===== config.mk =====
export PLATFORM = sky130hd
export DESIGN_NAME = ras_predictor
export DESIGN_NICKNAME = d
export VERILOG_FILES = /design/src/corep.sv /design/src/ras_if.sv /design/src/distram_1rport_1wport.sv /design/src/ras.sv /design/src/ras_ckpt_queue.sv /design/src/ras_pred_ctrl.sv /design/src/ras_predictor.sv
export SDC_FILE = /design/constraint.sdc
export NUM_CORES = 1
export LEC_CHECK = 0
export BUFFER_PORTS_ARGS = -buffer_cell sky130_fd_sc_hd__buf_2
export CAP_MARGIN = 10
export CORE_ASPECT_RATIO = 0.5
export CORE_MARGIN = 4
export CORE_UTILIZATION = 49
export CTS_CLUSTER_DIAMETER = 150
export CTS_CLUSTER_SIZE = 8
export DETAILED_ROUTE_END_ITERATION = 8
export GPL_ROUTABILITY_DRIVEN = 0
export PLACE_DENSITY = 0.75
export SLEW_MARGIN = 5
export SYNTH_ARGS = -nofsm -noshare
export SYNTH_HDL_FRONTEND = slang
export SYNTH_SLANG_ARGS = --single-unit

===== constraint.sdc =====
create_clock -name CLK -period 5.65 [get_ports CLK]
set_input_delay 1.13 -clock CLK [delete_from_list [all_inputs] [get_ports CLK]]
set_output_delay 1.13 -clock CLK [all_outputs]
set_load 0.02 [all_outputs]

===== src/corep.sv =====
package corep;

    // --------------------------------------------------
    // fetch PC

    localparam int unsigned PC_WIDTH = 38;

    typedef logic [PC_WIDTH-1:0] pc38_t;

    // link address is the next sequential instruction
    localparam int unsigned INSTR_BYTES = 4;

    // --------------------------------------------------
    // return address stack

    localparam int unsigned RAS_ENTRIES = 8;

    // circular stack pointer
    typedef logic [$clog2(RAS_ENTRIES)-1:0] ras_idx_t;

    // valid count with one extra bit to reach RAS_ENTRIES
    typedef logic [$clog2(RAS_ENTRIES):0] ras_cnt_t;

    // --------------------------------------------------
    // checkpoints

    localparam int unsigned CKPT_ENTRIES = 8;

    // id is the queue slot itself
    typedef logic [$clog2(CKPT_ENTRIES)-1:0] ckpt_id_t;

    // one saved stack state
    typedef struct packed {
        ras_idx_t idx;
        ras_cnt_t cnt;
    } ras_ckpt_t;

    // --------------------------------------------------
    // predicted control-flow event kinds

    typedef enum logic [1:0] {
        BR_NONE     = 2'b00,
        BR_CALL     = 2'b01,
        BR_RET      = 2'b10,
        BR_CALL_RET = 2'b11
    } br_kind_t;

endpackage


===== src/ras_if.sv =====
`timescale 1ns/100ps

// predictor control <-> return address stack
interface ras_if;

    // link (push) request
    logic         link_valid;
    corep::pc38_t link_pc38;

    // return (pop) request
    logic         ret_valid;

    // combinational view of the top of stack
    logic            ret_fallback;
    corep::pc38_t    ret_pc38;
    corep::ras_idx_t ret_ras_idx;
    corep::ras_cnt_t ret_ras_cnt;

    modport ctrl (
        output link_valid, link_pc38, ret_valid,
        input  ret_fallback, ret_pc38, ret_ras_idx, ret_ras_cnt
    );

    modport stack (
        input  link_valid, link_pc38, ret_valid,
        output ret_fallback, ret_pc38, ret_ras_idx, ret_ras_cnt
    );

endinterface

// checkpoint queue -> stack restore on flush
interface ras_restore_if;

    logic            update_valid;
    corep::ras_idx_t update_ras_idx;
    corep::ras_cnt_t update_ras_cnt;

    modport queue (output update_valid, update_ras_idx, update_ras_cnt);
    modport stack (input  update_valid, update_ras_idx, update_ras_cnt);

endinterface


===== src/distram_1rport_1wport.sv =====
`timescale 1ns/100ps

module distram_1rport_1wport #(
    parameter type         DATA_T = logic [7:0],
    parameter int unsigned DEPTH  = corep::RAS_ENTRIES
) (
    input  logic            CLK,

    // asynchronous read port
    input  corep::ras_idx_t rindex,
    output DATA_T           rdata,

    // synchronous write port
    input  logic            wen,
    input  corep::ras_idx_t windex,
    input  DATA_T           wdata
);

    // --------------------------------------------------
    // storage

    DATA_T mem [DEPTH];

    // read is a plain mux on the index
    assign rdata = mem[rindex];

    always_ff @(posedge CLK) begin
        if (wen) begin
            mem[windex] <= wdata;
        end
    end

endmodule


===== src/ras.sv =====
`timescale 1ns/100ps

module ras (
    input logic CLK,
    input logic nRST,

    // link / return requests from the predictor
    ras_if.stack ctl,

    // flush restore from the checkpoint queue
    ras_restore_if.stack rst
);

    // --------------------------------------------------
    // signals

    // stack pointer
    corep::ras_idx_t sp;
    corep::ras_idx_t next_sp;
    corep::ras_idx_t sp_plus_1;
    corep::ras_idx_t sp_minus_1;

    // valid count
    corep::ras_cnt_t count;
    corep::ras_cnt_t next_count;
    corep::ras_cnt_t count_plus_1;
    corep::ras_cnt_t count_minus_1;

    logic empty;

    // entry array ports
    logic            wr_en;
    corep::ras_idx_t wr_idx;
    corep::pc38_t    rd_data;

    // --------------------------------------------------
    // pointer and count registers

    always_ff @(posedge CLK, negedge nRST) begin
        if (!nRST) begin
            sp    <= '0;
            count <= '0;
        end
        else begin
            sp    <= next_sp;
            count <= next_count;
        end
    end

    assign empty      = (count == '0);
    assign sp_plus_1  = sp + corep::ras_idx_t'(1);
    assign sp_minus_1 = sp - corep::ras_idx_t'(1);

    // count sticks at full depth while the oldest entries get overwritten
    assign count_plus_1 = (count == corep::ras_cnt_t'(corep::RAS_ENTRIES)) ?
                          count : count + corep::ras_cnt_t'(1);
    assign count_minus_1 = count - corep::ras_cnt_t'(1);

    // --------------------------------------------------
    // next state with restore first

    always_comb begin
        next_sp    = sp;
        next_count = count;
        wr_en      = 1'b0;
        wr_idx     = sp;

        if (rst.update_valid) begin
            next_sp    = rst.update_ras_idx;
            next_count = rst.update_ras_cnt;
        end
        else if (ctl.link_valid && ctl.ret_valid) begin
            wr_en = 1'b1;
            if (empty) begin
                // nothing to replace so behave like a call
                wr_idx     = sp_plus_1;
                next_sp    = sp_plus_1;
                next_count = count_plus_1;
            end
            else begin
                // tail call replaces the top entry
                wr_idx = sp;
            end
        end
        else if (ctl.link_valid) begin
            wr_en      = 1'b1;
            wr_idx     = sp_plus_1;
            next_sp    = sp_plus_1;
            next_count = count_plus_1;
        end
        else if (ctl.ret_valid && !empty) begin
            next_sp    = sp_minus_1;
            next_count = count_minus_1;
        end
    end

    // top of stack always visible to the predictor
    assign ctl.ret_pc38     = rd_data;
    assign ctl.ret_fallback = empty;
    assign ctl.ret_ras_idx  = sp;
    assign ctl.ret_ras_cnt  = count;

    // --------------------------------------------------
    // entry array

    distram_1rport_1wport #(
        .DATA_T (corep::pc38_t),
        .DEPTH  (corep::RAS_ENTRIES)
    ) entry_ram_i (
        .CLK    (CLK),
        .rindex (sp),
        .rdata  (rd_data),
        .wen    (wr_en),
        .windex (wr_idx),
        .wdata  (ctl.link_pc38)
    );

endmodule


===== src/ras_ckpt_queue.sv =====
`timescale 1ns/100ps

module ras_ckpt_queue (
    input  logic             CLK,
    input  logic             nRST,

    // new checkpoint from the predictor
    input  logic             push_valid,
    input  corep::ras_ckpt_t push_ckpt,
    output corep::ckpt_id_t  push_id,

    // in-order release
    input  logic             commit_valid,

    // rewind to a named checkpoint
    input  logic             flush_valid,
    input  corep::ckpt_id_t  flush_ckpt_id,

    output logic             full,

    // restore strobe to the stack
    ras_restore_if.queue     rst
);

    // --------------------------------------------------
    // signals

    corep::ras_ckpt_t ckpt_mem [corep::CKPT_ENTRIES];

    corep::ckpt_id_t head;
    corep::ckpt_id_t tail;
    corep::ckpt_id_t next_head;
    corep::ckpt_id_t next_tail;

    // held checkpoints from 0 to CKPT_ENTRIES
    logic [$clog2(corep::CKPT_ENTRIES):0] occupancy;
    logic [$clog2(corep::CKPT_ENTRIES):0] next_occupancy;

    // slots kept on a flush from head up to the named slot
    corep::ckpt_id_t kept;

    logic push_ok;
    logic commit_ok;

    // flush owns the cycle
    assign push_ok   = push_valid && !flush_valid;
    // commit on an empty queue is dropped
    assign commit_ok = commit_valid && !flush_valid && (occupancy != '0);

    assign kept = flush_ckpt_id - head;

    // --------------------------------------------------
    // head, tail and occupancy

    always_comb begin
        next_head      = head;
        next_tail      = tail;
        next_occupancy = occupancy;

        if (flush_valid) begin
            // named slot and every younger one are dropped
            next_tail      = flush_ckpt_id;
            next_occupancy = {1'b0, kept};
        end
        else begin
            if (push_ok) begin
                next_tail = tail + corep::ckpt_id_t'(1);
            end
            if (commit_ok) begin
                next_head = head + corep::ckpt_id_t'(1);
            end
            case ({push_ok, commit_ok})
                2'b10:   next_occupancy = occupancy + 1'b1;
                2'b01:   next_occupancy = occupancy - 1'b1;
                default: next_occupancy = occupancy;
            endcase
        end
    end

    always_ff @(posedge CLK, negedge nRST) begin
        if (!nRST) begin
            head      <= '0;
            tail      <= '0;
            occupancy <= '0;
        end
        else begin
            head      <= next_head;
            tail      <= next_tail;
            occupancy <= next_occupancy;
        end
    end

    // --------------------------------------------------
    // snapshot store

    always_ff @(posedge CLK) begin
        if (push_ok) begin
            ckpt_mem[tail] <= push_ckpt;
        end
    end

    assign push_id = tail;
    assign full    = (occupancy == corep::CKPT_ENTRIES[$clog2(corep::CKPT_ENTRIES):0]);

    // restore is read straight out of the named slot
    assign rst.update_valid   = flush_valid;
    assign rst.update_ras_idx = ckpt_mem[flush_ckpt_id].idx;
    assign rst.update_ras_cnt = ckpt_mem[flush_ckpt_id].cnt;

endmodule


===== src/ras_pred_ctrl.sv =====
`timescale 1ns/100ps

module ras_pred_ctrl (
    input  logic             CLK,
    input  logic             nRST,

    // incoming event
    input  logic             br_valid,
    input  corep::br_kind_t  br_kind,
    input  corep::pc38_t     br_pc,
    input  logic             flush_valid,

    // checkpoint push
    input  corep::ckpt_id_t  push_id,
    output logic             push_valid,
    output corep::ras_ckpt_t push_ckpt,

    // registered response
    output logic             pred_valid,
    output corep::pc38_t     pred_target,
    output logic             pred_fallback,
    output corep::ckpt_id_t  pred_ckpt_id,

    ras_if.ctrl              ctl
);

    logic accept;
    logic is_call;
    logic is_ret;

    // events in a flush cycle are dropped
    assign accept  = br_valid && !flush_valid;
    assign is_call = (br_kind == corep::BR_CALL) || (br_kind == corep::BR_CALL_RET);
    assign is_ret  = (br_kind == corep::BR_RET) || (br_kind == corep::BR_CALL_RET);

    // --------------------------------------------------
    // stack requests

    assign ctl.link_valid = accept && is_call;
    assign ctl.ret_valid  = accept && is_ret;
    assign ctl.link_pc38  = br_pc + corep::pc38_t'(corep::INSTR_BYTES);

    // snapshot of the stack before this event
    assign push_valid    = accept;
    assign push_ckpt.idx = ctl.ret_ras_idx;
    assign push_ckpt.cnt = ctl.ret_ras_cnt;

    // --------------------------------------------------
    // response one cycle after the event

    always_ff @(posedge CLK, negedge nRST) begin
        if (!nRST) begin
            pred_valid    <= 1'b0;
            pred_target   <= '0;
            pred_fallback <= 1'b0;
            pred_ckpt_id  <= '0;
        end
        else begin
            pred_valid <= accept;
            if (accept) begin
                pred_target   <= ctl.ret_pc38;
                pred_fallback <= ctl.ret_fallback;
                pred_ckpt_id  <= push_id;
            end
        end
    end

endmodule


===== src/ras_predictor.sv =====
`timescale 1ns/100ps

module ras_predictor (
    input  logic            CLK,
    input  logic            nRST,

    // predicted control-flow events
    input  logic            br_valid,
    input  corep::br_kind_t br_kind,
    input  corep::pc38_t    br_pc,

    // checkpoint release and rewind
    input  logic            commit_valid,
    input  logic            flush_valid,
    input  corep::ckpt_id_t flush_ckpt_id,

    // prediction response
    output logic            pred_valid,
    output corep::pc38_t    pred_target,
    output logic            pred_fallback,
    output corep::ckpt_id_t pred_ckpt_id,

    output logic            ckpt_full
);

    ras_if         ras_bus ();
    ras_restore_if restore_bus ();

    // checkpoint push between control and queue
    logic             push_valid;
    corep::ras_ckpt_t push_ckpt;
    corep::ckpt_id_t  push_id;

    ras_pred_ctrl ctrl_i (
        .CLK           (CLK),
        .nRST          (nRST),
        .br_valid      (br_valid),
        .br_kind       (br_kind),
        .br_pc         (br_pc),
        .flush_valid   (flush_valid),
        .push_id       (push_id),
        .push_valid    (push_valid),
        .push_ckpt     (push_ckpt),
        .pred_valid    (pred_valid),
        .pred_target   (pred_target),
        .pred_fallback (pred_fallback),
        .pred_ckpt_id  (pred_ckpt_id),
        .ctl           (ras_bus.ctrl)
    );

    ras ras_i (
        .CLK  (CLK),
        .nRST (nRST),
        .ctl  (ras_bus.stack),
        .rst  (restore_bus.stack)
    );

    ras_ckpt_queue queue_i (
        .CLK           (CLK),
        .nRST          (nRST),
        .push_valid    (push_valid),
        .push_ckpt     (push_ckpt),
        .push_id       (push_id),
        .commit_valid  (commit_valid),
        .flush_valid   (flush_valid),
        .flush_ckpt_id (flush_ckpt_id),
        .full          (ckpt_full),
        .rst           (restore_bus.queue)
    );

endmodule


==> results of run 1 <==
-- kinds of logic after synthesis --
kind of cell             share of synthesized area (%)
XOR/XNOR                                          2.46
adder cells (fa/ha/maj)                          0.912
buffers and inverters                             2.28
AO/OA/AOI/OAI                                     3.95
AND/OR/NAND/NOR                                   7.06
multiplexers                                      12.1
flip-flops                                        71.2
-- layout make-up --
| cell class | count | area (sq um) |
|---|---|---|
| multi-input combinational | 506 | 4640 |
| fill | 2504 | 14700 |
| clock inverter | 3 | 80.1 |
| sequential | 420 | 12300 |
| tap | 475 | 594 |
| timing repair buffer | 109 | 591 |
| clock buffer | 105 | 1650 |
| inverter | 19 | 71.3 |
-- layer usage --
metal,share of wire (%),track usage [%]
met5,0,0
met4,2.0,5.57
met3,6.3,3.67
met2,52,34.3
met1,39,24.8
-- flip-flops by register name, indices dropped and copies added (netlist names), named ones only --
name,cells
ctrl_i.pred_ckpt_id,3
ctrl_i.pred_fallback,1
ctrl_i.pred_target,38
ctrl_i.pred_valid,1
queue_i.ckpt_mem,56
queue_i.head,3
queue_i.occupancy,4
queue_i.push_id,3
ras_i.ctl.ret_ras_cnt,3
ras_i.ctl.ret_ras_idx,3
ras_i.entry_ram_i.mem,304
-- stage by stage --
stage               hold slack [ps]  std cells
floorplan                       465       1001
global placement                461       1529
detailed placement              473       1529
CTS                             485       1637
global route                    500       1637
finish                          475       1637
-- worst max-delay path by stage --
stage	cells past startpoint	slack [ps]	from	endpoint
2_1_floorplan	8	1300	br_kind[0]	ras_i.entry_ram_i.mem[2][0]$_DFFE_PP_
3_3_place_gp	8	1450	flush_valid	ras_i.entry_ram_i.mem[0][17]$_DFFE_PP_
3_5_place_dp	8	1360	flush_valid	ras_i.entry_ram_i.mem[0][17]$_DFFE_PP_
4_1_cts	7	1820	ras_i.ctl.ret_ras_cnt[0]$_DFFE_PN0P_	ras_i.entry_ram_i.mem[0][12]$_DFFE_PP_
5_1_grt	7	1550	ras_i.ctl.ret_ras_cnt[0]$_DFFE_PN0P_	ras_i.entry_ram_i.mem[0][12]$_DFFE_PP_
6_report	4	1810	ras_i.ctl.ret_ras_idx[2]$_DFFE_PN0P_	ras_i.entry_ram_i.mem[0][12]$_DFFE_PP_
-- critical path: stages (launching register included) --
cell	delay, ps
dfrtp_2	1140
clkinv_1	1040
a32oi_1	790
nor2_4	280
buf_4	310
-- cell usage in the layout, fill, tap and decap left out, types with 9 or more instances in the layout --
cell type  netlist  layout
dfrtp_1         60      57
a31oi_1         39      39
nand4_1         13      13
clkbuf_1        29      46
xor2_1          10      10
ha_1            11      11
nand3_1         20      20
buf_4            4      18
buf_2           13      91
nor3_1          12      12
nor2_4           1       9
nor2_1          60      52
nand2_1        111     111
mux4_2          90      90
o21ai_0         10      10
clkbuf_16        0      59
inv_1           16      16
edfxtp_1       360     360
xnor2_1         36      36
-- power by group --
| group | switching (uW) | internal [uW] | leakage, uW |
|---|---|---|---|
| clock network | 1240 | 2000 | 0.000817 |
| registers | 183 | 3550 | 0.00393 |
| logic | 537 | 404 | 0.00202 |
==> reports/results.tsv, run 1 <==
metric	value	unit
outcome	finished, final reports clean	
Seq/Total Area, Yosys	71.2	%
total gr overflow	0	
dpl ws	1360	ps
total power	7920	uW
Hold Fails Final Rpt	0	
asr flop ratio synth	14.3	%
worst clock skew	25.6	ps
H-tree level count	2	
most common library cells after synthesis	360 x edfxtp_1, 111 x nand2_1, 90 x mux4_2, 60 x dfrtp_1, 60 x nor2_1	
largest net degree at the start of global routing	81	
first-pass GRT wire length	57600	um
Placed Area	18200	sq um
relative slew slack	21.9	%
Worst Path Required	5960	ps
Hold Path Class	reg2reg	
Avg Cell Area, Syn	17.3	sq um
final setup margin	1810	ps
share of layout cells above drive strength 1	25.0	%
First DRT Iteration DRCs	846	
syn_nets	1061	
fin util	57.6	%
Final nets	1174	
Worst Tran Pin Value	1170	ps
# rows	48	
synth top area cells	edfxtp_1 63%, mux4_2 12%, dfrtp_1 8.7%	
Post-synth EDFFs	360	
RSZ-0062 raised after global routing	no	
number of buffers created by CTS	58	
cts repair resizes	0	
Worst Hold End	ctrl_i.pred_ckpt_id[0]$_DFFE_PN0P_	
Synth top area share	62.5	%
wire length per cell	22.7	um
Worst-Skew Late Latency	580	ps
die area	38500	sq um
all-layer global routing usage	19.4	%
Synth Instances	1001	
CP Capture Type	flip-flop	
antenna cells	0	
r2r worst-path depth	4	
hold path start	ctrl_i.pred_ckpt_id[0]$_DFFE_PN0P_	
Setup Crit Path Kind	reg2reg	
drt drc	0	
WHS Path Cells	2	
Worst Setup Start Kind	flip-flop	
post-synthesis cell area	17300	sq um
initial cell density of the core	49.9	%
area grow syn2layout	15.4	%
initial antenna violation count	0	
Routed WL	37100	um
Fmax achieved	261	MHz
r2r startpoint	ras_i.ctl.ret_ras_idx[2]$_DFFE_PN0P_	
Root Driver	clkbuf_16	
Die Wd	274	um
Max Slew Vio Count	0	
Warnings, synthesis	0	
Setup Buffers After CTS	0	
I/O pin count	92	
Max Fanout on Critical Path	51	
Vias	9600	
# clock sinks	420	
TritonRoute pass-1 iters	5	
clk slew on worst S/H paths	50	ps
post-DR vias/cell	5.86	
Port Buffers	91	
final period utilization	67.9	%
top_reg_cell synth	edfxtp_1	
# setup viols final	0	
Core ar.	34700	sq um
final worst path period need	3840	ps
post-route ant nets	0	
setup_tns	0	ps
peak supply drop	0.240	mV
fin area	19900	sq um
Power Dens Cells	397	nW/um^2
Die Y	141	um
CTS tree	yes	
Cell variety after synth	68	
number of global-route vias before repair	10100	
FF-to-FF setup slack	1810	ps
CP Data Arrival Time	4140	ps
cts-stage hold buffer count	0	
post-synthesis register bit count	420	
top-count cell post-synth	edfxtp_1	
CTS max path bufs	3	
Max-Cap Viols	0	
leak pwr	0.00677	uW
Worst R2R End	ras_i.entry_ram_i.mem[0][12]$_DFFE_PP_	
HPWL after detailed placement	20700	um
area leader, netlist	edfxtp_1	
Note: power is estimated with default switching activity, not from simulation.
==> inputs of run 2 (changes only) <==
- clock period: 5.65 -> 4 ns (I/O delays scaled with it)
==> run 2 against run 1 <==
  * Maximum frequency is 14% higher
  * Clock power increased by 39%
  * Via count is 1.7% higher
==> reports/results.tsv, run 2 (synthesis gave the netlist of run 1 again) <==
metric	value	unit
final period utilization	84.3	%
share of layout cells above drive strength 1	25.5	%
Hold Path Class	in2async	
HPWL after detailed placement	21100	um
TritonRoute pass-1 iters	5	
wire length per cell	23.0	um
total gr overflow	0	
First DRT Iteration DRCs	1063	
initial cell density of the core	49.9	%
# setup viols final	0	
Worst Tran Pin Value	1000	ps
# rows	48	
Worst R2R End	ras_i.entry_ram_i.mem[4][4]$_DFFE_PP_	
Setup Buffers After CTS	0	
RSZ-0062 raised after global routing	no	
peak supply drop	0.281	mV
Worst Setup Start Kind	flip-flop	
relative slew slack	33.1	%
Max Slew Vio Count	0	
post-route ant nets	0	
r2r worst-path depth	7	
crit-path max cell delay	600	ps
CTS max path bufs	3	
number of global-route vias before repair	10000	
largest net degree at the start of global routing	81	
drt drc	0	
cts-stage hold buffer count	0	
Power Dens Cells	556	nW/um^2
cts repair resizes	0	
final worst path period need	3370	ps
largest register by flop count	ras_i.entry_ram_i.mem	
crit path cell chain	inv_1, ha_1, or3b_1, a211oi_1, a32oi_1, nor2_4, buf_4	
CP Capture Type	flip-flop	
Routed WL	37800	um
Die Y	141	um
Final nets	1184	
setup_tns	0	ps
most frequent cells in the layout	360 x edfxtp_1, 111 x nand2_1, 91 x buf_2	
fin util	57.8	%
outcome	finished, final reports clean	
H-tree level count	2	
FF-to-FF setup slack	630	ps
area grow syn2layout	15.9	%
leak pwr	0.00681	uW
post-DR vias/cell	5.94	
commonest non-fill, non-tap cell in the layout	edfxtp_1	
biggest regs	ras_i.entry_ram_i.mem (304), queue_i.ckpt_mem (56), ctrl_i.pred_target (38)	
Core ar.	34700	sq um
Fmax achieved	296	MHz
Port Buffers	91	
I/O pin count	92	
Max-Cap Viols	0	
Worst Hold Margin	99.6	ps
Die Wd	274	um
initial antenna violation count	0	
Max Fanout on Critical Path	38	
CP max stage cell	or3b_1	
all-layer global routing usage	19.9	%
clk slew on worst S/H paths	60	ps
Worst-Skew Late Latency	580	ps
CTS tree	yes	
antenna cells	0	
# clock sinks	420	
CP Data Arrival Time	3560	ps
number of buffers created by CTS	58	
max reg flops	304	
Root Driver	clkbuf_16	
Vias	9767	
first-pass GRT wire length	58700	um
worst clock skew	16.7	ps
Hold Fails Final Rpt	0	
r2r startpoint	ras_i.ctl.ret_ras_cnt[0]$_DFFE_PN0P_	
Setup Crit Path Kind	reg2reg	
die area	38500	sq um
Worst Path Required	4190	ps
==> run 2: how the worst max path moves through the flow <==
stage,from,end,slack [ps],cells after the start
4_1_cts,ras_i.ctl.ret_ras_cnt[0]$_DFFE_PN0P_,ras_i.entry_ram_i.mem[4][4]$_DFFE_PP_,710,7
3_5_place_dp,ras_i.ctl.ret_ras_cnt[0]$_DFFE_PN0P_,ras_i.entry_ram_i.mem[4][2]$_DFFE_PP_,720,7
5_1_grt,ras_i.ctl.ret_ras_cnt[1]$_DFFE_PN0P_,ras_i.entry_ram_i.mem[4][4]$_DFFE_PP_,500,7
6_report,ras_i.ctl.ret_ras_cnt[0]$_DFFE_PN0P_,ras_i.entry_ram_i.mem[4][4]$_DFFE_PP_,630,7
3_3_place_gp,ras_i.ctl.ret_ras_cnt[0]$_DFFE_PN0P_,ras_i.entry_ram_i.mem[6][3]$_DFFE_PP_,880,7
2_1_floorplan,br_kind[0],ras_i.entry_ram_i.mem[2][0]$_DFFE_PP_,-20,8
==> run 2: critical path: cells and delay by family (launching register included) <==
family,cells,cell delay [ps]
AOI/OAI and AO/OA,2,630
adders and majority gates,1,260
buffers and inverters,2,790
DFF,1,540
and+or+nand+nor,2,760
==> run 2: layer usage <==
| metal | vias up | wire length, um | global-route usage, % |
|---|---|---|---|
| li1 | 4201 | - | - |
| met1 | 5088 | 14900 | 26.2 |
| met2 | 408 | 19400 | 34.1 |
| met3 | 70 | 2660 | 3.98 |
| met4 | 0 | 839 | 5.74 |
| met5 | - | 0 | 0 |
==> run 2: cell type report <==
type,instances,area [sq um]
tap,475,594
clock inverter,3,66.3
fill,2480,14600
sequential,420,12300
multi-input combinational,506,4640
clock buffer,103,1620
inverter,19,71.3
timing repair buffer,119,716
==> run 2: per-stage QoR <==
stage          cell area (sq um)  cells  power (uW)  setup slack, ps
3_3_place_gp               18300   1539        6650              877
2_1_floorplan              17300   1001        6250            -22.7
6_report                   20000   1645       11100              627
4_1_cts                    20000   1645       11200              708
5_1_grt                    20000   1645       11600              495
3_5_place_dp               18300   1539        6710              725
==> run 2: where the power goes <==
part | switching [uW] | internal, uW
Combinational | 805 | 581
Sequential | 226 | 5020
Clock | 1730 | 2770
Total | 2760 | 8370
